===== config.mk =====
export PLATFORM = sky130hd
export DESIGN_NAME = fc_activation
export DESIGN_NICKNAME = d
export VERILOG_FILES = /design/src/fc_pkg.sv /design/src/fc_activation.sv
export SDC_FILE = /design/constraint.sdc
export NUM_CORES = 1
export LEC_CHECK = 0
export ABC_AREA = 1
export BUFFER_PORTS_ARGS = -buffer_cell sky130_fd_sc_hd__clkbuf_2
export CAP_MARGIN = 20
export CORE_ASPECT_RATIO = 1.25
export CORE_MARGIN = 4
export CORE_UTILIZATION = 46
export CTS_CLUSTER_SIZE = 40
export DETAILED_ROUTE_END_ITERATION = 6
export PLACE_DENSITY = 0.94
export SETUP_SLACK_MARGIN = 0.05
export SLEW_MARGIN = 20
export SYNTH_ARGS = -nofsm -noshare
export SYNTH_HDL_FRONTEND = slang
export SYNTH_SLANG_ARGS = --single-unit
export TNS_END_PERCENT = 10

===== constraint.sdc =====
create_clock -name clk -period 1.1 [get_ports clk]
set_input_delay 0 -clock clk [delete_from_list [all_inputs] [get_ports clk]]
set_output_delay 0 -clock clk [all_outputs]
set_load 0.02 [all_outputs]

===== src/fc_pkg.sv =====
package fc_pkg;

    // widths shared by feeder, lanes and activation stage
    localparam int NODE_W    = 7;   // output node count / node index
    localparam int TILE_W    = 4;   // tile count
    localparam int ACC_W     = 32;  // partial sum word
    localparam int DATA_W    = 8;   // activation, weight and result
    localparam int ACC_SHIFT = 3;   // arithmetic shift before saturation

    typedef logic signed [ACC_W-1:0] acc_word_t;

    // layer configuration, sampled on the first beat of a layer
    typedef struct packed {
        logic [NODE_W-1:0] out_node_num;  // 2 or more
        logic [TILE_W-1:0] tile_num;      // 1 or more
    } fc_cfg_t;

    // one lane result toward the activation stage
    typedef struct packed {
        logic                     valid;
        logic                     last;
        logic signed [DATA_W-1:0] result;
    } lane_out_t;

endpackage


===== src/fc_activation.sv =====
module fc_activation #(
    parameter int NUM_LANES = 4
) (
    input  logic                                 clk,
    input  logic                                 rst_n,
    input  fc_pkg::lane_out_t [NUM_LANES-1:0]    lane_i,
    input  logic                                 relu_en_i,
    output logic                                 fc_valid_o,
    output logic                                 fc_last_o,
    output logic [NUM_LANES*fc_pkg::DATA_W-1:0]  fc_result_o
);

    localparam int DATA_W = fc_pkg::DATA_W;

    logic [NUM_LANES*DATA_W-1:0] act_vec;

    // optional relu per lane
    always_comb begin
        for (int l = 0; l < NUM_LANES; l++) begin
            if (relu_en_i && lane_i[l].result < 0) begin
                act_vec[l*DATA_W +: DATA_W] = '0;
            end else begin
                act_vec[l*DATA_W +: DATA_W] = lane_i[l].result;
            end
        end
    end

    // lanes run in lockstep, lane 0 carries the handshake
    always_ff @(posedge clk) begin
        if (!rst_n) begin
            fc_valid_o <= 1'b0;
            fc_last_o  <= 1'b0;
        end else begin
            fc_valid_o <= lane_i[0].valid;
            fc_last_o  <= lane_i[0].last;
        end
    end

    always_ff @(posedge clk) begin
        if (lane_i[0].valid) fc_result_o <= act_vec;
    end

endmodule


==> metrics.txt <==
# TYPE chip_impl_metric gauge
chip_impl_metric{name="detail_route.wirelength",unit="µm"} 3010
chip_impl_metric{name="ys.warnings.count",unit=""} 0
chip_impl_info{name="cp_cell_sequence",value="clkbuf_2"} 1
chip_impl_metric{name="post_drt_via_cell_ratio",unit=""} 4.48
chip_impl_metric{name="detailedPlacementHpwl",unit="µm"} 1980
chip_impl_metric{name="mappedNetlistArea",unit="µm²"} 1360
chip_impl_metric{name="first_iter_violations",unit=""} 38
chip_impl_metric{name="die-height",unit="µm"} 68.7
chip_impl_metric{name="layout_setup_ws",unit="ns"} 0.202
chip_impl_metric{name="initial_antenna_violation_count",unit=""} 0
chip_impl_metric{name="postRouteAntennaNets",unit=""} 0
chip_impl_info{name="timing.critical_path.to_type",value="output pin"} 1
chip_impl_metric{name="critPathBufInv",unit=""} 1
chip_impl_metric{name="floorplan.initialDensity",unit=""} 0.492
chip_impl_metric{name="global_route.usage.total",unit=""} 0.173
chip_impl_metric{name="portBuffers",unit=""} 70
chip_impl_metric{name="yosys.cell_types.count",unit=""} 10
chip_impl_metric{name="power.density_cell_area",unit="nW/µm²"} 1340
chip_impl_metric{name="timing_worst_slew_pin_value",unit="ns"} 0.190
chip_impl_metric{name="post-layout-total-power",unit="µW"} 2780
chip_impl_metric{name="timing.slew.headroom",unit=""} 0.873
chip_impl_metric{name="gr-total-overflow",unit=""} 0
chip_impl_metric{name="min_period",unit="ns"} 0.898
chip_impl_info{name="worstHoldStart",value="lane_i[0]"} 1
chip_impl_info{name="critPathKind",value="reg2out"} 1
chip_impl_metric{name="synth_seq_area_share",unit=""} 0.738
chip_impl_metric{name="ys_seq_elements",unit=""} 34
chip_impl_metric{name="grt_first_pass_wirelength",unit="µm"} 4820
chip_impl_metric{name="cp_data_required_time",unit="ns"} 1.10
chip_impl_metric{name="nets",unit=""} 251
chip_impl_info{name="tritoncts",value="done"} 1
chip_impl_metric{name="setup-tns-final",unit="ns"} 0
chip_impl_metric{name="grt_start_max_net_pins",unit=""} 34
chip_impl_metric{name="ios",unit=""} 77
chip_impl_metric{name="finalHoldViolCount",unit=""} 0
chip_impl_metric{name="clkSlewWorstSetupHoldPaths",unit="ns"} 0.11
chip_impl_metric{name="critical_path_arrival",unit="ns"} 0.90
chip_impl_info{name="timing.critical_path.from_type",value="register"} 1
chip_impl_info{name="most_common_cell_after_layout_fill_and_taps_aside",value="sky130_fd_sc_hd__clkbuf_2"} 1
chip_impl_info{name="worstSetupStartpoint",value="fc_result_o[31]"} 1
chip_impl_metric{name="drc",unit=""} 0
chip_impl_metric{name="post_synth.cell_area_avg",unit="µm²"} 12.4
chip_impl_metric{name="fp.dieArea",unit="µm²"} 3890
chip_impl_info{name="cpMaxStageDelayCell",value="sky130_fd_sc_hd__edfxtp_1"} 1
chip_impl_metric{name="drt-pass1-iter-count",unit=""} 4
chip_impl_metric{name="final_weighted_congestion_of_routability_driven_global_placement",unit=""} 0.625
chip_impl_metric{name="slowest_delay",unit="ns"} 0.40
chip_impl_metric{name="grt_pass1_vias",unit=""} 1123
chip_impl_info{name="worstHoldPathType",value="in2reg"} 1
chip_impl_metric{name="timing.critical_path.fanout_max",unit=""} 1
chip_impl_metric{name="cts_buffer_depth",unit=""} 2
chip_impl_metric{name="cts_buffers",unit=""} 5
chip_impl_metric{name="clock_tree.htree_level_count",unit=""} 2
chip_impl_metric{name="insertedDiodeCount",unit=""} 0
chip_impl_metric{name="timing_max_transition_violations_final",unit=""} 0
chip_impl_metric{name="p_leak",unit="µW"} 0.00103
chip_impl_metric{name="post_drt_wl_per_cell",unit="µm"} 12.4
chip_impl_metric{name="peak_supply_drop",unit="mV"} 1.02
chip_impl_metric{name="syn-num-nets",unit=""} 152
chip_impl_metric{name="final_layout_size_suffix_gt1_frac",unit=""} 0.397
chip_impl_info{name="layout.cells.most_common_list",value="sky130_fd_sc_hd__clkbuf_2, sky130_fd_sc_hd__inv_1, sky130_fd_sc_hd__edfxtp_1, sky130_fd_sc_hd__dlygate4sd3_1, sky130_fd_sc_hd__a21oi_1"} 1
chip_impl_info{name="status",value="complete, no violations"} 1
chip_impl_metric{name="final_setup_violation_count",unit=""} 0
chip_impl_metric{name="ctsResizeCount",unit=""} 0
chip_impl_metric{name="place_worst_setup_slack",unit="ns"} 0.444
chip_impl_metric{name="std_cell_rows",unit=""} 21
chip_impl_metric{name="core",unit="µm²"} 2760
chip_impl_info{name="grt_setup_unrepaired",value="false"} 1
chip_impl_metric{name="via_count",unit=""} 1089
chip_impl_metric{name="post-cts-setup-buffer-count",unit=""} 0
chip_impl_metric{name="layout-area-overhead-vs-synth",unit="%"} 52.6
chip_impl_metric{name="max_clock_freq",unit="GHz"} 1.11
chip_impl_metric{name="cts.sinks",unit=""} 34
chip_impl_metric{name="syn_inst",unit=""} 109
chip_impl_metric{name="die-width",unit="µm"} 56.6
chip_impl_info{name="cpLargestDelayFamily",value="flip-flops"} 1
chip_impl_info{name="cts-root-buf",value="sky130_fd_sc_hd__clkbuf_4"} 1
chip_impl_metric{name="timing.final.crit_share",unit=""} 0.816
chip_impl_metric{name="timing.max_cap.violations",unit=""} 0
[flip-flops by register name (all words and copies together), names as in the netlist]
register,flops
fc_valid_o,1
fc_last_o,1
fc_result_o,32
[final cells by class]
class                      count  area (µm²)
inverter                      34         128
clock inverter                 2        12.5
tap                           34        42.5
sequential                    34        1000
fill                         180         689
clock buffer                   6        51.3
multi-input combinational     34         174
timing repair buffer          99         661
[Yosys cell counts (all sizes together)]
library cell  number  area [µm²]
clkbuf             3        15.0
nand2              2        7.51
inv               34         128
dfxtp              2        40.0
nor2               4        15.0
buf                4        38.8
a21oi             28         151
edfxtp            32         961
[layer usage]
| metal | share of wire | vias to the layer above | GRT usage |
|---|---|---|---|
| met2 | 0.60 | 45 | 0.354 |
| met1 | 0.30 | 493 | 0.152 |
| li1 | - | 547 | - |
| met3 | 0.082 | 4 | 0.0633 |
| met5 | 0 | - | 0 |
| met4 | 0.010 | 0 | 0.0623 |
[through the flow]
step / hold WS (ns) / util / cell area, µm² / std cells
after floorplan: 0.0935 / - / 1360 / 109
after global placement: 0.188 / 0.629 / 1740 / 208
after detailed placement: 0.188 / 0.629 / 1740 / 208
after CTS: 0.00852 / 0.754 / 2080 / 244
after global routing: 0.000507 / 0.750 / 2070 / 243
final: 0.0132 / 0.750 / 2070 / 243
[power by group]
group	switching (µW)	total (µW)	internal, µW
registers	27.1	1560	1530
logic	296	515	219
clock network	396	703	307
total	719	2780	2060
[what timing repair did]
item                                   4_1_cts  5_1_grt
hold buffers                                28        0
setup endpoints to repair                    0        1
endpoints found under the hold margin       27        0
[final timing paths]
path | endpoint | cells past startpoint | slack [ns]
min | fc_result_o[0] | 3 | 0.01
max | fc_result_o[31] | 1 | 0.20
[logic make-up after synthesis]
logic type,count (synthesis),share of synthesized area
simple gates,6,0.0166
flops,34,0.738
compound gates,28,0.112
buf+inv,41,0.134
Power figures use the tool's default switching activity.
