## config.mk

```make
export PLATFORM = sky130hd
export DESIGN_NAME = fc_feeder
export DESIGN_NICKNAME = d
export VERILOG_FILES = /design/src/fc_pkg.sv /design/src/fc_feeder.sv
export SDC_FILE = /design/constraint.sdc
export NUM_CORES = 1
export LEC_CHECK = 0
export ABC_CLOCK_PERIOD_IN_PS = 15500
export BUFFER_PORTS_ARGS = -buffer_cell sky130_fd_sc_hd__buf_2
export CAP_MARGIN = 25
export CORE_MARGIN = 2
export CORE_UTILIZATION = 50
export DETAILED_ROUTE_END_ITERATION = 7
export MAX_ROUTING_LAYER = met4
export PLACE_DENSITY = 0.71
export SLEW_MARGIN = 20
export SYNTH_ARGS = -nofsm -noshare
export SYNTH_HDL_FRONTEND = slang
export SYNTH_SLANG_ARGS = --single-unit
```

## constraint.sdc

```tcl
create_clock -name clk -period 15.5 [get_ports clk]
set_clock_uncertainty 0.15 [all_clocks]
set_input_delay 2.325 -clock clk [delete_from_list [all_inputs] [get_ports clk]]
set_output_delay 2.325 -clock clk [all_outputs]
set_load 0.01 [all_outputs]
```

## src/fc_pkg.sv

```systemverilog
package fc_pkg;

    // widths shared by feeder, lanes and activation stage
    localparam int NODE_W    = 7;   // output node count / node index
    localparam int TILE_W    = 4;   // tile count
    localparam int ACC_W     = 32;  // partial sum word
    localparam int DATA_W    = 8;   // activation, weight and result
    localparam int ACC_SHIFT = 3;   // arithmetic shift before saturation

    typedef logic signed [ACC_W-1:0] acc_word_t;

    // layer configuration, sampled on the first beat of a layer
    typedef struct packed {
        logic [NODE_W-1:0] out_node_num;  // 2 or more
        logic [TILE_W-1:0] tile_num;      // 1 or more
    } fc_cfg_t;

    // one lane result toward the activation stage
    typedef struct packed {
        logic                     valid;
        logic                     last;
        logic signed [DATA_W-1:0] result;
    } lane_out_t;

endpackage

```

## src/fc_feeder.sv

```systemverilog
module fc_feeder #(
    parameter int NUM_LANES = 4
) (
    input  logic                                    clk,
    input  logic                                    rst_n,
    input  logic                                    beat_valid_i,
    input  logic signed [fc_pkg::DATA_W-1:0]        act_i,
    input  logic [NUM_LANES*fc_pkg::DATA_W-1:0]     weights_i,
    input  fc_pkg::fc_cfg_t                         cfg_i,
    output logic                                    pvalid_o,
    output fc_pkg::fc_cfg_t                         cfg_o,
    output fc_pkg::acc_word_t [NUM_LANES-1:0]       psum_o
);

    localparam int BEAT_W = fc_pkg::NODE_W + fc_pkg::TILE_W;

    logic [BEAT_W-1:0] beat_cnt;     // position inside the current layer
    logic [BEAT_W-1:0] beats_total;
    fc_pkg::fc_cfg_t   cfg_q;

    // nodes times tiles, fits in BEAT_W bits
    assign beats_total = cfg_q.out_node_num * cfg_q.tile_num;

    always_ff @(posedge clk) begin
        if (!rst_n) begin
            beat_cnt <= '0;
            cfg_q    <= '0;
            pvalid_o <= 1'b0;
        end else begin
            pvalid_o <= beat_valid_i;
            if (beat_valid_i) begin
                if (beat_cnt == '0) begin
                    // first beat of a layer
                    cfg_q    <= cfg_i;
                    beat_cnt <= BEAT_W'(1);
                end else if (beat_cnt == beats_total - 1'b1) begin
                    beat_cnt <= '0;  // layer complete
                end else begin
                    beat_cnt <= beat_cnt + 1'b1;
                end
            end
        end
    end

    // one signed product per lane, sign extended to the accumulator word
    always_ff @(posedge clk) begin
        if (beat_valid_i) begin
            for (int l = 0; l < NUM_LANES; l++) begin
                psum_o[l] <= fc_pkg::acc_word_t'(
                    act_i * $signed(weights_i[l*fc_pkg::DATA_W +: fc_pkg::DATA_W]));
            end
        end
    end

    assign cfg_o = cfg_q;

endmodule

```

==> results of run 1 <==
==> worst max-delay path: cells and delay by family <==
kind / cells / cell delay [ns]
AOI/OAI and AO/OA: 3 / 1.07
xor gates and xnor gates: 1 / 0.16
adders and majority gates: 5 / 2.27
buffers and inverters: 4 / 0.70
and+or+nand+nor: 2 / 0.38
==> cells in the final DEF (no fill, tap or decap), drive strengths merged, types with 8 or more instances in the layout <==
| master | count |
|---|---|
| a21oi | 26 |
| ha | 140 |
| nand2b | 17 |
| inv | 351 |
| nor2 | 25 |
| nand3 | 11 |
| buf | 194 |
| a21o | 12 |
| clkbuf | 11 |
| mux2i | 12 |
| nor3 | 9 |
| and3 | 10 |
| dfxtp | 23 |
| xor2 | 13 |
| edfxtp | 64 |
| nand2 | 105 |
| and2 | 173 |
| o21bai | 8 |
| xnor2 | 63 |
| nor2b | 39 |
| fa | 231 |
| o21ai | 18 |
==> stage by stage <==
| step | area, um2 | utilization, % |
|---|---|---|
| after floorplan | 14500 | - |
| after global placement | 15400 | 53.6 |
| after detailed placement | 15400 | 53.6 |
| after CTS | 15700 | 54.5 |
| after global routing | 15700 | 54.6 |
| final | 15700 | 54.6 |
==> sequential cells by signal, summed over array words and instances, names as in the netlist <==
register	count
cfg_o	11
pvalid_o	1
psum_o	64
beat_cnt	11
==> report_power, final <==
group | internal, mW | total (mW) | switching (mW)
clock network | 0.113 | 0.210 | 0.0974
logic | 0.721 | 1.59 | 0.866
registers | 0.406 | 0.443 | 0.0373
==> per-layer routing <==
metal  GRT usage [%]  up-vias  routed length, um
li1                -     4804                  -
met1            25.0     4954              12000
met2            34.7      195              14500
met3            3.35       39               1110
met4            6.08        0                654
met5               -        -                  0
==> cell families after synthesis <==
logic type               after synthesis
AO/OA/AOI/OAI                        104
XOR/XNOR                              77
adder cells (fa/ha/maj)              371
buffers and inverters                447
flip-flops                            87
multiplexers                          15
AND/OR/NAND/NOR                      416
==> worst max-delay path by stage <==
| stage | from | to | cells after the start |
|---|---|---|---|
| after floorplan | act_i[6] | psum_o[62] | 17 |
| after global placement | act_i[6] | psum_o[62] | 17 |
| after detailed placement | act_i[7] | psum_o[62] | 15 |
| after CTS | act_i[7] | psum_o[62] | 15 |
| after global routing | act_i[7] | psum_o[62] | 15 |
| final | act_i[7] | psum_o[62] | 15 |
==> final cells by class <==
class                           count  area [um2]
Multi-Input combinational cell    983       10200
Inverter                          350        1310
Antenna cell                        3        7.51
Clock inverter                      5        32.5
Sequential cell                    87        2380
Timing Repair Buffer              194         976
Tap cell                          384         480
Fill cell                        2613       13000
Clock buffer                       11         243
==> impl_metrics.tcl, run 1 <==
set metrics [dict create \
    grt_antenna_before_repair 3 \
    required_ns 15.46 \
    clockBufferDepth 2 \
    rrSetupSlack_ns 10.79 \
    synth.ff_latch_count 87 \
    fmax_mhz 144 \
    grt_pass1_wl_um 49000 \
    grt_max_degree 38 \
    yosysTopAreaCell "fa_1" \
    post-route-min-period_ns 6.95 \
    crit_chain "buf_2 > nand2_1 > inv_1 > fa_1 > fa_1 > fa_1 > inv_1 > fa_1 > inv_1 > ha_1 > a2111oi_0 > nand2_1 > a221oi_1 > o21ai_0 > xnor2_1" \
    rows 62 \
    crit_path_start_kind "input pin" \
    cts_max_level 3 \
    cp-end-kind "flip-flop" \
    period_share_pct 44.8 \
    synth_compound_area_share_pct 4.99 \
    syn-cell-area_um2 14500 \
    cts-root-buf "clkbuf_16" \
    path_common_cell "fa_1" \
    synth-xor-area-share_pct 4.74 \
    finalWeightedCongestion 0.856 \
    track_usage_pct 20.4 \
    synth_common_cells "inv_1 (350), fa_1 (231), and2_1 (173), ha_1 (140), nand2_1 (105)" \
    synthFlopType "edfxtp_1" \
    drc 0 \
    vias 9992 \
    grt-ovfl-total 0 \
    yosys-top-cells-area "fa_1 (32%), edfxtp_1 (13%), ha_1 (12%), inv_1 (9.0%), and2_1 (7.4%)" \
    totalWireLength_um 28300 \
    tritoncts "built" \
    viasPerCell 4.95 \
    crit_fanout 32 \
    peakVddDrop_v 0.000148 \
    timing.rr.end "beat_cnt[9]" \
    syn-num-nets 1942 \
    drt_iter0_markers 398 \
    setup-tns-final_ns 0 \
    syn_avg_cell_area_um2 9.58 \
    die_y_um 175 \
    tightestPinTransition_ns 0.820 \
    post-dp-hpwl_um 23300 \
    hold_viol 0 \
    hp-class "flip-flop to flip-flop" \
    antenna_left 0 \
    area_growth_pct 7.75 \
    synth_top_area_share_pct 31.8 \
    drive_gt1_share_pct 13.5 \
    initial_core_util_pct 50.6 \
    cts_sinks 87 \
    p_leak_nw 7.83 \
    synth_warnings 0 \
    yosysMostFrequentCell "inv_1" \
    synthSimpleGateAreaFrac_pct 15.7 \
    holdPathEnd "beat_cnt[0]" \
    netlist_instances 1517 \
    post-place-cells 1998 \
    r2r.worst_path.cells 13 \
    wl_per_cell_um 14.0 \
    ios 194 \
    die_x_um 175 \
    clkSlewWorstSetupHoldPaths_ns 0.07 \
    worst_hold_slack_ns 0.337 \
    numCtsBuffers 9 \
    die_area_um2 30500 \
    synthAdderAreaFrac_pct 43.9 \
    hold_buffers 0 \
    finalPower_mw 2.24 \
    muxShareOfSynthArea_pct 1.06 \
    worstSetupPathType "input pin to flip-flop" \
    fin_ws_ns 8.55 \
    final_cells 2017 \
    slew_headroom_pct 45.2 \
    power_density_nw_per_um2 143 \
    maxSlewViolCount 0 \
    ctsResizeCount 0 \
    min_from "beat_cnt[0]" \
    core_area_um2 28700 \
    post_cts_buffers 0 \
    finalSetupViolations 0 \
    grt_pass1_vias 10624 \
    synth_edf_count 64 \
    status "finished, final reports clean" \
    place_ws_ns 8.20 \
    dr.pass1.iters 4 \
    r2r_start "cfg_o[2]" \
    holdPathStages 2 \
    critical_path.slowest_cell "fa_1" \
    synth_top_family_by_area "adder cells" \
    worst_ep_arrival_time_ns 6.91 \
    crit_path_max_incr_delay_ns 0.52 \
    ys_seq_area_share_pct 16.4 \
    port_buffers 193 \
    maxCapViolCount 0 \
    nets 2050 \
    grt_setup_unrepaired "no" \
    clk_latency_ns 0.36 \
    synthArstFlopShare_pct 0 \
    ys_types 57 \
]
Power figures use the tool's default switching activity.
==> run 2: changes to the inputs <==
--- a/config.mk
+++ b/config.mk
@@ -5,14 +5,15 @@
 export SDC_FILE = /design/constraint.sdc
 export NUM_CORES = 1
 export LEC_CHECK = 0
-export ABC_CLOCK_PERIOD_IN_PS = 15500
+export ABC_AREA = 1
+export ABC_CLOCK_PERIOD_IN_PS = 6100
 export BUFFER_PORTS_ARGS = -buffer_cell sky130_fd_sc_hd__buf_2
 export CAP_MARGIN = 25
 export CORE_MARGIN = 2
 export CORE_UTILIZATION = 50
 export DETAILED_ROUTE_END_ITERATION = 7
 export MAX_ROUTING_LAYER = met4
-export PLACE_DENSITY = 0.71
+export PLACE_DENSITY = 0.73
 export SLEW_MARGIN = 20
 export SYNTH_ARGS = -nofsm -noshare
 export SYNTH_HDL_FRONTEND = slang
==> constraint.sdc (replaced) <==
create_clock -name clk -period 6.1 [get_ports clk]
set_clock_uncertainty 0.15 [all_clocks]
set_input_delay 0.915 -clock clk [delete_from_list [all_inputs] [get_ports clk]]
set_output_delay 0.915 -clock clk [all_outputs]
set_load 0.01 [all_outputs]
==> run 2 against run 1 <==
Compared with the run above: flip-flop and latch count stayed put; synthesized cell count is 26% higher; setup slack worse by 7.6 ns; cell count is 19% higher; register-to-register slack worse by 8.4 ns.
==> impl_metrics.tcl, run 2 <==
set metrics [dict create \
    post-dp-hpwl_um 25500 \
    crit_path_start_kind "input pin" \
    die_area_um2 32100 \
    synth_top_area_share_pct 30.1 \
    critical_path.slowest_cell "buf_2" \
    area_growth_pct 6.83 \
    cts-root-buf "clkbuf_16" \
    p_leak_nw 9.59 \
    dr.pass1.iters 5 \
    hold_buffers 0 \
    rows 64 \
    mostFrequentLayoutCells "inv_1 (593), nand2_1 (407), fa_1 (231)" \
    largest-register "psum_o" \
    syn-num-nets 2335 \
    viasPerCell 4.74 \
    port_buffers 193 \
    setup-tns-final_ns 0 \
    die_y_um 179 \
    status "finished, final reports clean" \
    synth_common_cells "inv_1 (593), nand2_1 (407), fa_1 (231), ha_1 (140)" \
    final_common_cell "inv_1" \
    initial_core_util_pct 50.4 \
    drt_iter0_markers 539 \
    drc 0 \
    finalSetupViolations 0 \
    numCtsBuffers 9 \
    syn_avg_cell_area_um2 8.03 \
    crit_fanout 32 \
    totalWireLength_um 30700 \
    ys_seq_area_share_pct 15.5 \
    crit_chain "buf_2 > nand2_1 > fa_1 > inv_1 > fa_1 > inv_1 > fa_1 > fa_1 > inv_1 > ha_1 > a21oi_1 > nand2_1 > nand2_1 > nand2_1 > a21oi_1 > o21ai_1 > nand3_1 > nand2_1 > nand2_1 > nand2_1" \
    synthFlopType "edfxtp_1" \
    yosys-top-cells-area "fa_1 (30%), inv_1 (15%), edfxtp_1 (13%), ha_1 (11%), nand2_1 (10%)" \
    hp-class "flip-flop to flip-flop" \
    ys_types 45 \
    worstSetupPathType "input pin to flip-flop" \
    grt_setup_unrepaired "no" \
    place_ws_ns 0.674 \
    required_ns 6.06 \
    crit_path_max_incr_delay_ns 0.53 \
    hold_viol 0 \
    period_share_pct 83.6 \
    cts_sinks 87 \
    largest_reg_flops 64 \
    tritoncts "built" \
    nets 2413 \
    grt_antenna_before_repair 5 \
    worst_ep_arrival_time_ns 5.07 \
    grt_max_degree 67 \
    final_cells 2395 \
    antenna_left 0 \
    wl_per_cell_um 12.8 \
    ios 194 \
    tightestPinTransition_ns 0.911 \
    post-place-cells 2373 \
    crit_buf_inv 4 \
    final_util_pct 53.9 \
    cts_max_level 3 \
    crit_family "adder cells" \
    yosysTopAreaCell "fa_1" \
    slew_headroom_pct 39.1 \
    track_usage_pct 21.1 \
    core_area_um2 30400 \
    die_x_um 179 \
    netlist_instances 1910 \
    grt_pass1_vias 11617 \
    peakVddDrop_v 0.000348 \
    finalWeightedCongestion 0.897 \
    clk_latency_ns 0.36 \
    syn-cell-area_um2 15300 \
    yosysMostFrequentCell "inv_1" \
    cp-end-kind "flip-flop" \
    maxCapViolCount 0 \
    fmax_mhz 196 \
    power_density_nw_per_um2 365 \
    clockBufferDepth 2 \
    grt-ovfl-total 0 \
    fin_ws_ns 0.998 \
    drive_gt1_share_pct 12.2 \
    ctsResizeCount 0 \
    vias 11355 \
    post-route-min-period_ns 5.10 \
    grt_pass1_wl_um 52900 \
    post_cts_buffers 0 \
    clkSlewWorstSetupHoldPaths_ns 0.07 \
    maxSlewViolCount 0 \
    synth_edf_count 64 \
    synth_warnings 0 \
    synthArstFlopShare_pct 0 \
    worst_hold_slack_ns 0.380 \
    synth.ff_latch_count 87 \
    path_common_cell "nand2_1" \
]
[run 2: where the power goes]
part | switching, mW | internal, mW
clock | 0.269 | 0.320
sequential | 0.107 | 1.04
combinational | 2.53 | 1.72
total | 2.90 | 3.08
[run 2: area by class of cell]
cell class                      instances  area (um2)
Clock inverter                          5        46.3
Timing Repair Buffer                  196         991
Fill cell                            2777       14000
Antenna cell                            6        15.0
Tap cell                              396         495
Clock buffer                           11         264
Sequential cell                        87        2380
Inverter                              599        2250
Multi-Input combinational cell       1095        9950
[run 2: per-stage QoR]
stage / cell area [um2] / power, mW
after detailed placement: 16100 / 5.43
after CTS: 16400 / 6.06
after global placement: 16100 / 5.34
after global routing: 16400 / 6.73
after floorplan: 15300 / 4.58
final: 16400 / 5.98
[run 2: tightest hold or removal path: cells and delay by family, from the launching register on]
family | cells | cell delay, ns
simple gates | 1 | 0.08
compound gates | 1 | 0.06
flops | 1 | 0.34
[run 2: kinds of logic (layout without fill, tap and decap cells)]
kind of cell    Yosys count  in the layout  share of synthesized area, %
flops                    87             87                          15.5
other cells               0              6                             0
simple gates            540            540                          14.4
xor+xnor                 81             81                          4.62
compound gates          103            103                          4.23
fa+ha+maj               371            371                          41.6
buf+inv                 728            811                          19.6
[run 2: path summary, 6_finish.rpt]
path	depth (start not counted)	slack [ns]	endpoint	from
min reg2reg	2	0.38	beat_cnt[8]	beat_cnt[8]
min	2	0.38	beat_cnt[8]	beat_cnt[8]
max reg2reg	17	2.41	beat_cnt[10]	cfg_o[2]
max	20	1.0	psum_o[77]	act_i[3]
[run 2: layer usage]
metal  wire length [um]  up-vias  GRT usage (%)  part of all wire, %
met2              14900      290           35.4                   49
met4                614        0           6.01                  2.0
li1                   -     5605              -                    -
met3               1620       55           3.24                  5.3
met5                  0        -              -                    0
met1              13500     5405           26.5                   44
==> run 3: changes to the inputs <==
--- a/config.mk
+++ b/config.mk
@@ -5,15 +5,15 @@
 export SDC_FILE = /design/constraint.sdc
 export NUM_CORES = 1
 export LEC_CHECK = 0
-export ABC_AREA = 1
-export ABC_CLOCK_PERIOD_IN_PS = 6100
+export ABC_AREA = 0
+export ABC_CLOCK_PERIOD_IN_PS = 5100
 export BUFFER_PORTS_ARGS = -buffer_cell sky130_fd_sc_hd__buf_2
 export CAP_MARGIN = 25
 export CORE_MARGIN = 2
 export CORE_UTILIZATION = 50
 export DETAILED_ROUTE_END_ITERATION = 7
 export MAX_ROUTING_LAYER = met4
-export PLACE_DENSITY = 0.73
+export PLACE_DENSITY = 0.71
 export SLEW_MARGIN = 20
 export SYNTH_ARGS = -nofsm -noshare
 export SYNTH_HDL_FRONTEND = slang
==> constraint.sdc (replaced) <==
create_clock -name clk -period 5.1 [get_ports clk]
set_clock_uncertainty 0.15 [all_clocks]
set_input_delay 0.765 -clock clk [delete_from_list [all_inputs] [get_ports clk]]
set_output_delay 0.765 -clock clk [all_outputs]
set_load 0.01 [all_outputs]
==> run 3 against run 2 <==
Compared with the run above: setup slack worse by 0.85 ns; sequential power is 17% higher; cell area is 2.7% higher; sequential share of layout area is 0.39 points lower; non-clock buffer count is 143 higher; flip-flop and latch count stayed put; core utilization is 4.8 points higher; global-route usage is 0.27 points higher; hold slack worse by 0.045 ns; die area is 5.1% lower; register-to-register slack worse by 1.7 ns; wire length is 2.6% lower; critical path type unchanged.
==> impl_metrics.tcl, run 3 (same netlist as run 1, synthesis figures left out) <==
set metrics [dict create \
    maxCapViolCount 0 \
    drc 0 \
    vias 10524 \
    final_area_um2 16800 \
    final_common_cell "inv_1" \
    required_ns 5.05 \
    die_area_um2 30500 \
    cts_max_level 3 \
    grt_max_degree 39 \
    hold_viol 0 \
    post-dp-hpwl_um 25300 \
    crit_path_max_incr_delay_ns 0.54 \
    fmax_mhz 202 \
    startpoint "act_i[6]" \
    hold_buffers 0 \
    post-route-min-period_ns 4.95 \
    area_growth_pct 15.8 \
    clk_latency_ns 0.36 \
    finalWeightedCongestion 0.856 \
    core_area_um2 28700 \
    clkSlewWorstSetupHoldPaths_ns 0.07 \
    clockBufferDepth 2 \
    cp-end-kind "flip-flop" \
    tritoncts "built" \
    place_area_um2 16500 \
    grt-ovfl-total 0 \
    maxSlewViolCount 0 \
    largest-register "psum_o" \
    met3WireLength_um 817 \
    die_y_um 175 \
    ios 194 \
    die_x_um 175 \
    antenna_left 0 \
    grt_antenna_before_repair 3 \
    totalWireLength_um 29800 \
    r2r_start "cfg_o[2]" \
    viasPerCell 4.87 \
    place_ws_ns -0.412 \
    dr.pass1.iters 5 \
    min_from "beat_cnt[0]" \
    crit_path_start_kind "input pin" \
    port_buffers 193 \
    finalSetupViolations 0 \
    finalPower_mw 7.65 \
    grt_pass1_vias 11147 \
    wl_per_cell_um 13.8 \
    worstSetupPathType "input pin to flip-flop" \
    fin_ws_ns 0.147 \
    tightestPinTransition_ns 0.677 \
    crit_fanout 21 \
    hp-class "flip-flop to flip-flop" \
    drt_iter0_markers 364 \
    track_usage_pct 21.3 \
    period_share_pct 97.1 \
    mostFrequentLayoutCells "inv_1 (349), fa_1 (231), buf_2 (187)" \
    worst_ep_arrival_time_ns 4.90 \
    numCtsBuffers 9 \
    peakVddDrop_v 0.000545 \
    drive_gt1_share_pct 20.8 \
    worst_hold_slack_ns 0.335 \
    power_density_nw_per_um2 454 \
    cts_sinks 87 \
    critical_path.slowest_cell "fa_1" \
    initial_core_util_pct 50.6 \
    p_leak_nw 8.57 \
    status "finished, final reports clean" \
    final_util_pct 58.7 \
    grt_pass1_wl_um 51300 \
    cts-root-buf "clkbuf_16" \
    crit_chain "buf_4 > buf_4 > nand2_1 > fa_1 > inv_1 > fa_1 > fa_1 > inv_1 > fa_1 > inv_1 > ha_1 > a2111oi_0 > nand2b_1 > a221oi_2 > o21ai_0 > xnor2_1" \
    drt-met1-wl_um 13100 \
    largest_reg_flops 64 \
    path_common_cell "fa_1" \
    top_layer "met4" \
    rows 62 \
    slew_headroom_pct 54.8 \
    routed-wl-met2_um 15300 \
    nets 2195 \
]
==> run 3: power breakdown <==
group          switching, mW  internal (mW)  total, mW
clock network          0.301          0.346      0.648
registers              0.107           1.23       1.34
logic                   2.85           2.81       5.66
==> run 3: layer usage <==
metal  global-route usage, %  up-vias
li1                        -     5094
met1                    26.4     5218
met2                    36.9      173
met3                    2.43       39
met4                    6.22        0
met5                       -        -
==> run 3: worst paths after layout <==
path / to / slack [ns] / cells after the start
hold reg to reg: beat_cnt[0] / 0.33 / 2
setup reg to reg: beat_cnt[9] / 0.71 / 14
hold / removal: beat_cnt[0] / 0.33 / 2
setup / recovery: psum_o[126] / 0.15 / 16
==> run 3: repair_timing <==
item	in CTS	in global routing
pin swaps	0	5
setup buffers	0	1
cloned	0	0
endpoints found under the setup margin	1	15
resized for setup	1	17
==> run 3: final cells by class <==
| cell class | instances | area [um2] |
|---|---|---|
| Timing Repair Buffer | 339 | 2130 |
| Clock buffer | 12 | 246 |
| Fill cell | 2542 | 11900 |
| Antenna cell | 3 | 7.51 |
| Tap cell | 384 | 480 |
| Clock inverter | 4 | 27.5 |
| Sequential cell | 87 | 2380 |
| Inverter | 350 | 1310 |
| Multi-Input combinational cell | 983 | 10300 |
==> run 3: worst max-delay path, delay by kind of cell <==
| family | cells | cell delay [ns] |
|---|---|---|
| buf+inv | 5 | 0.59 |
| simple gates | 2 | 0.23 |
| xor+xnor | 1 | 0.16 |
| compound gates | 3 | 0.84 |
| fa+ha+maj | 5 | 2.31 |
==> run 3: metrics by stage <==
stage | cells | TNS [ns]
after floorplan | 1517 | 0
after global placement | 2142 | -2.22
after detailed placement | 2142 | -3.37
after CTS | 2158 | 0
after global routing | 2162 | -0.0100
final | 2162 | 0
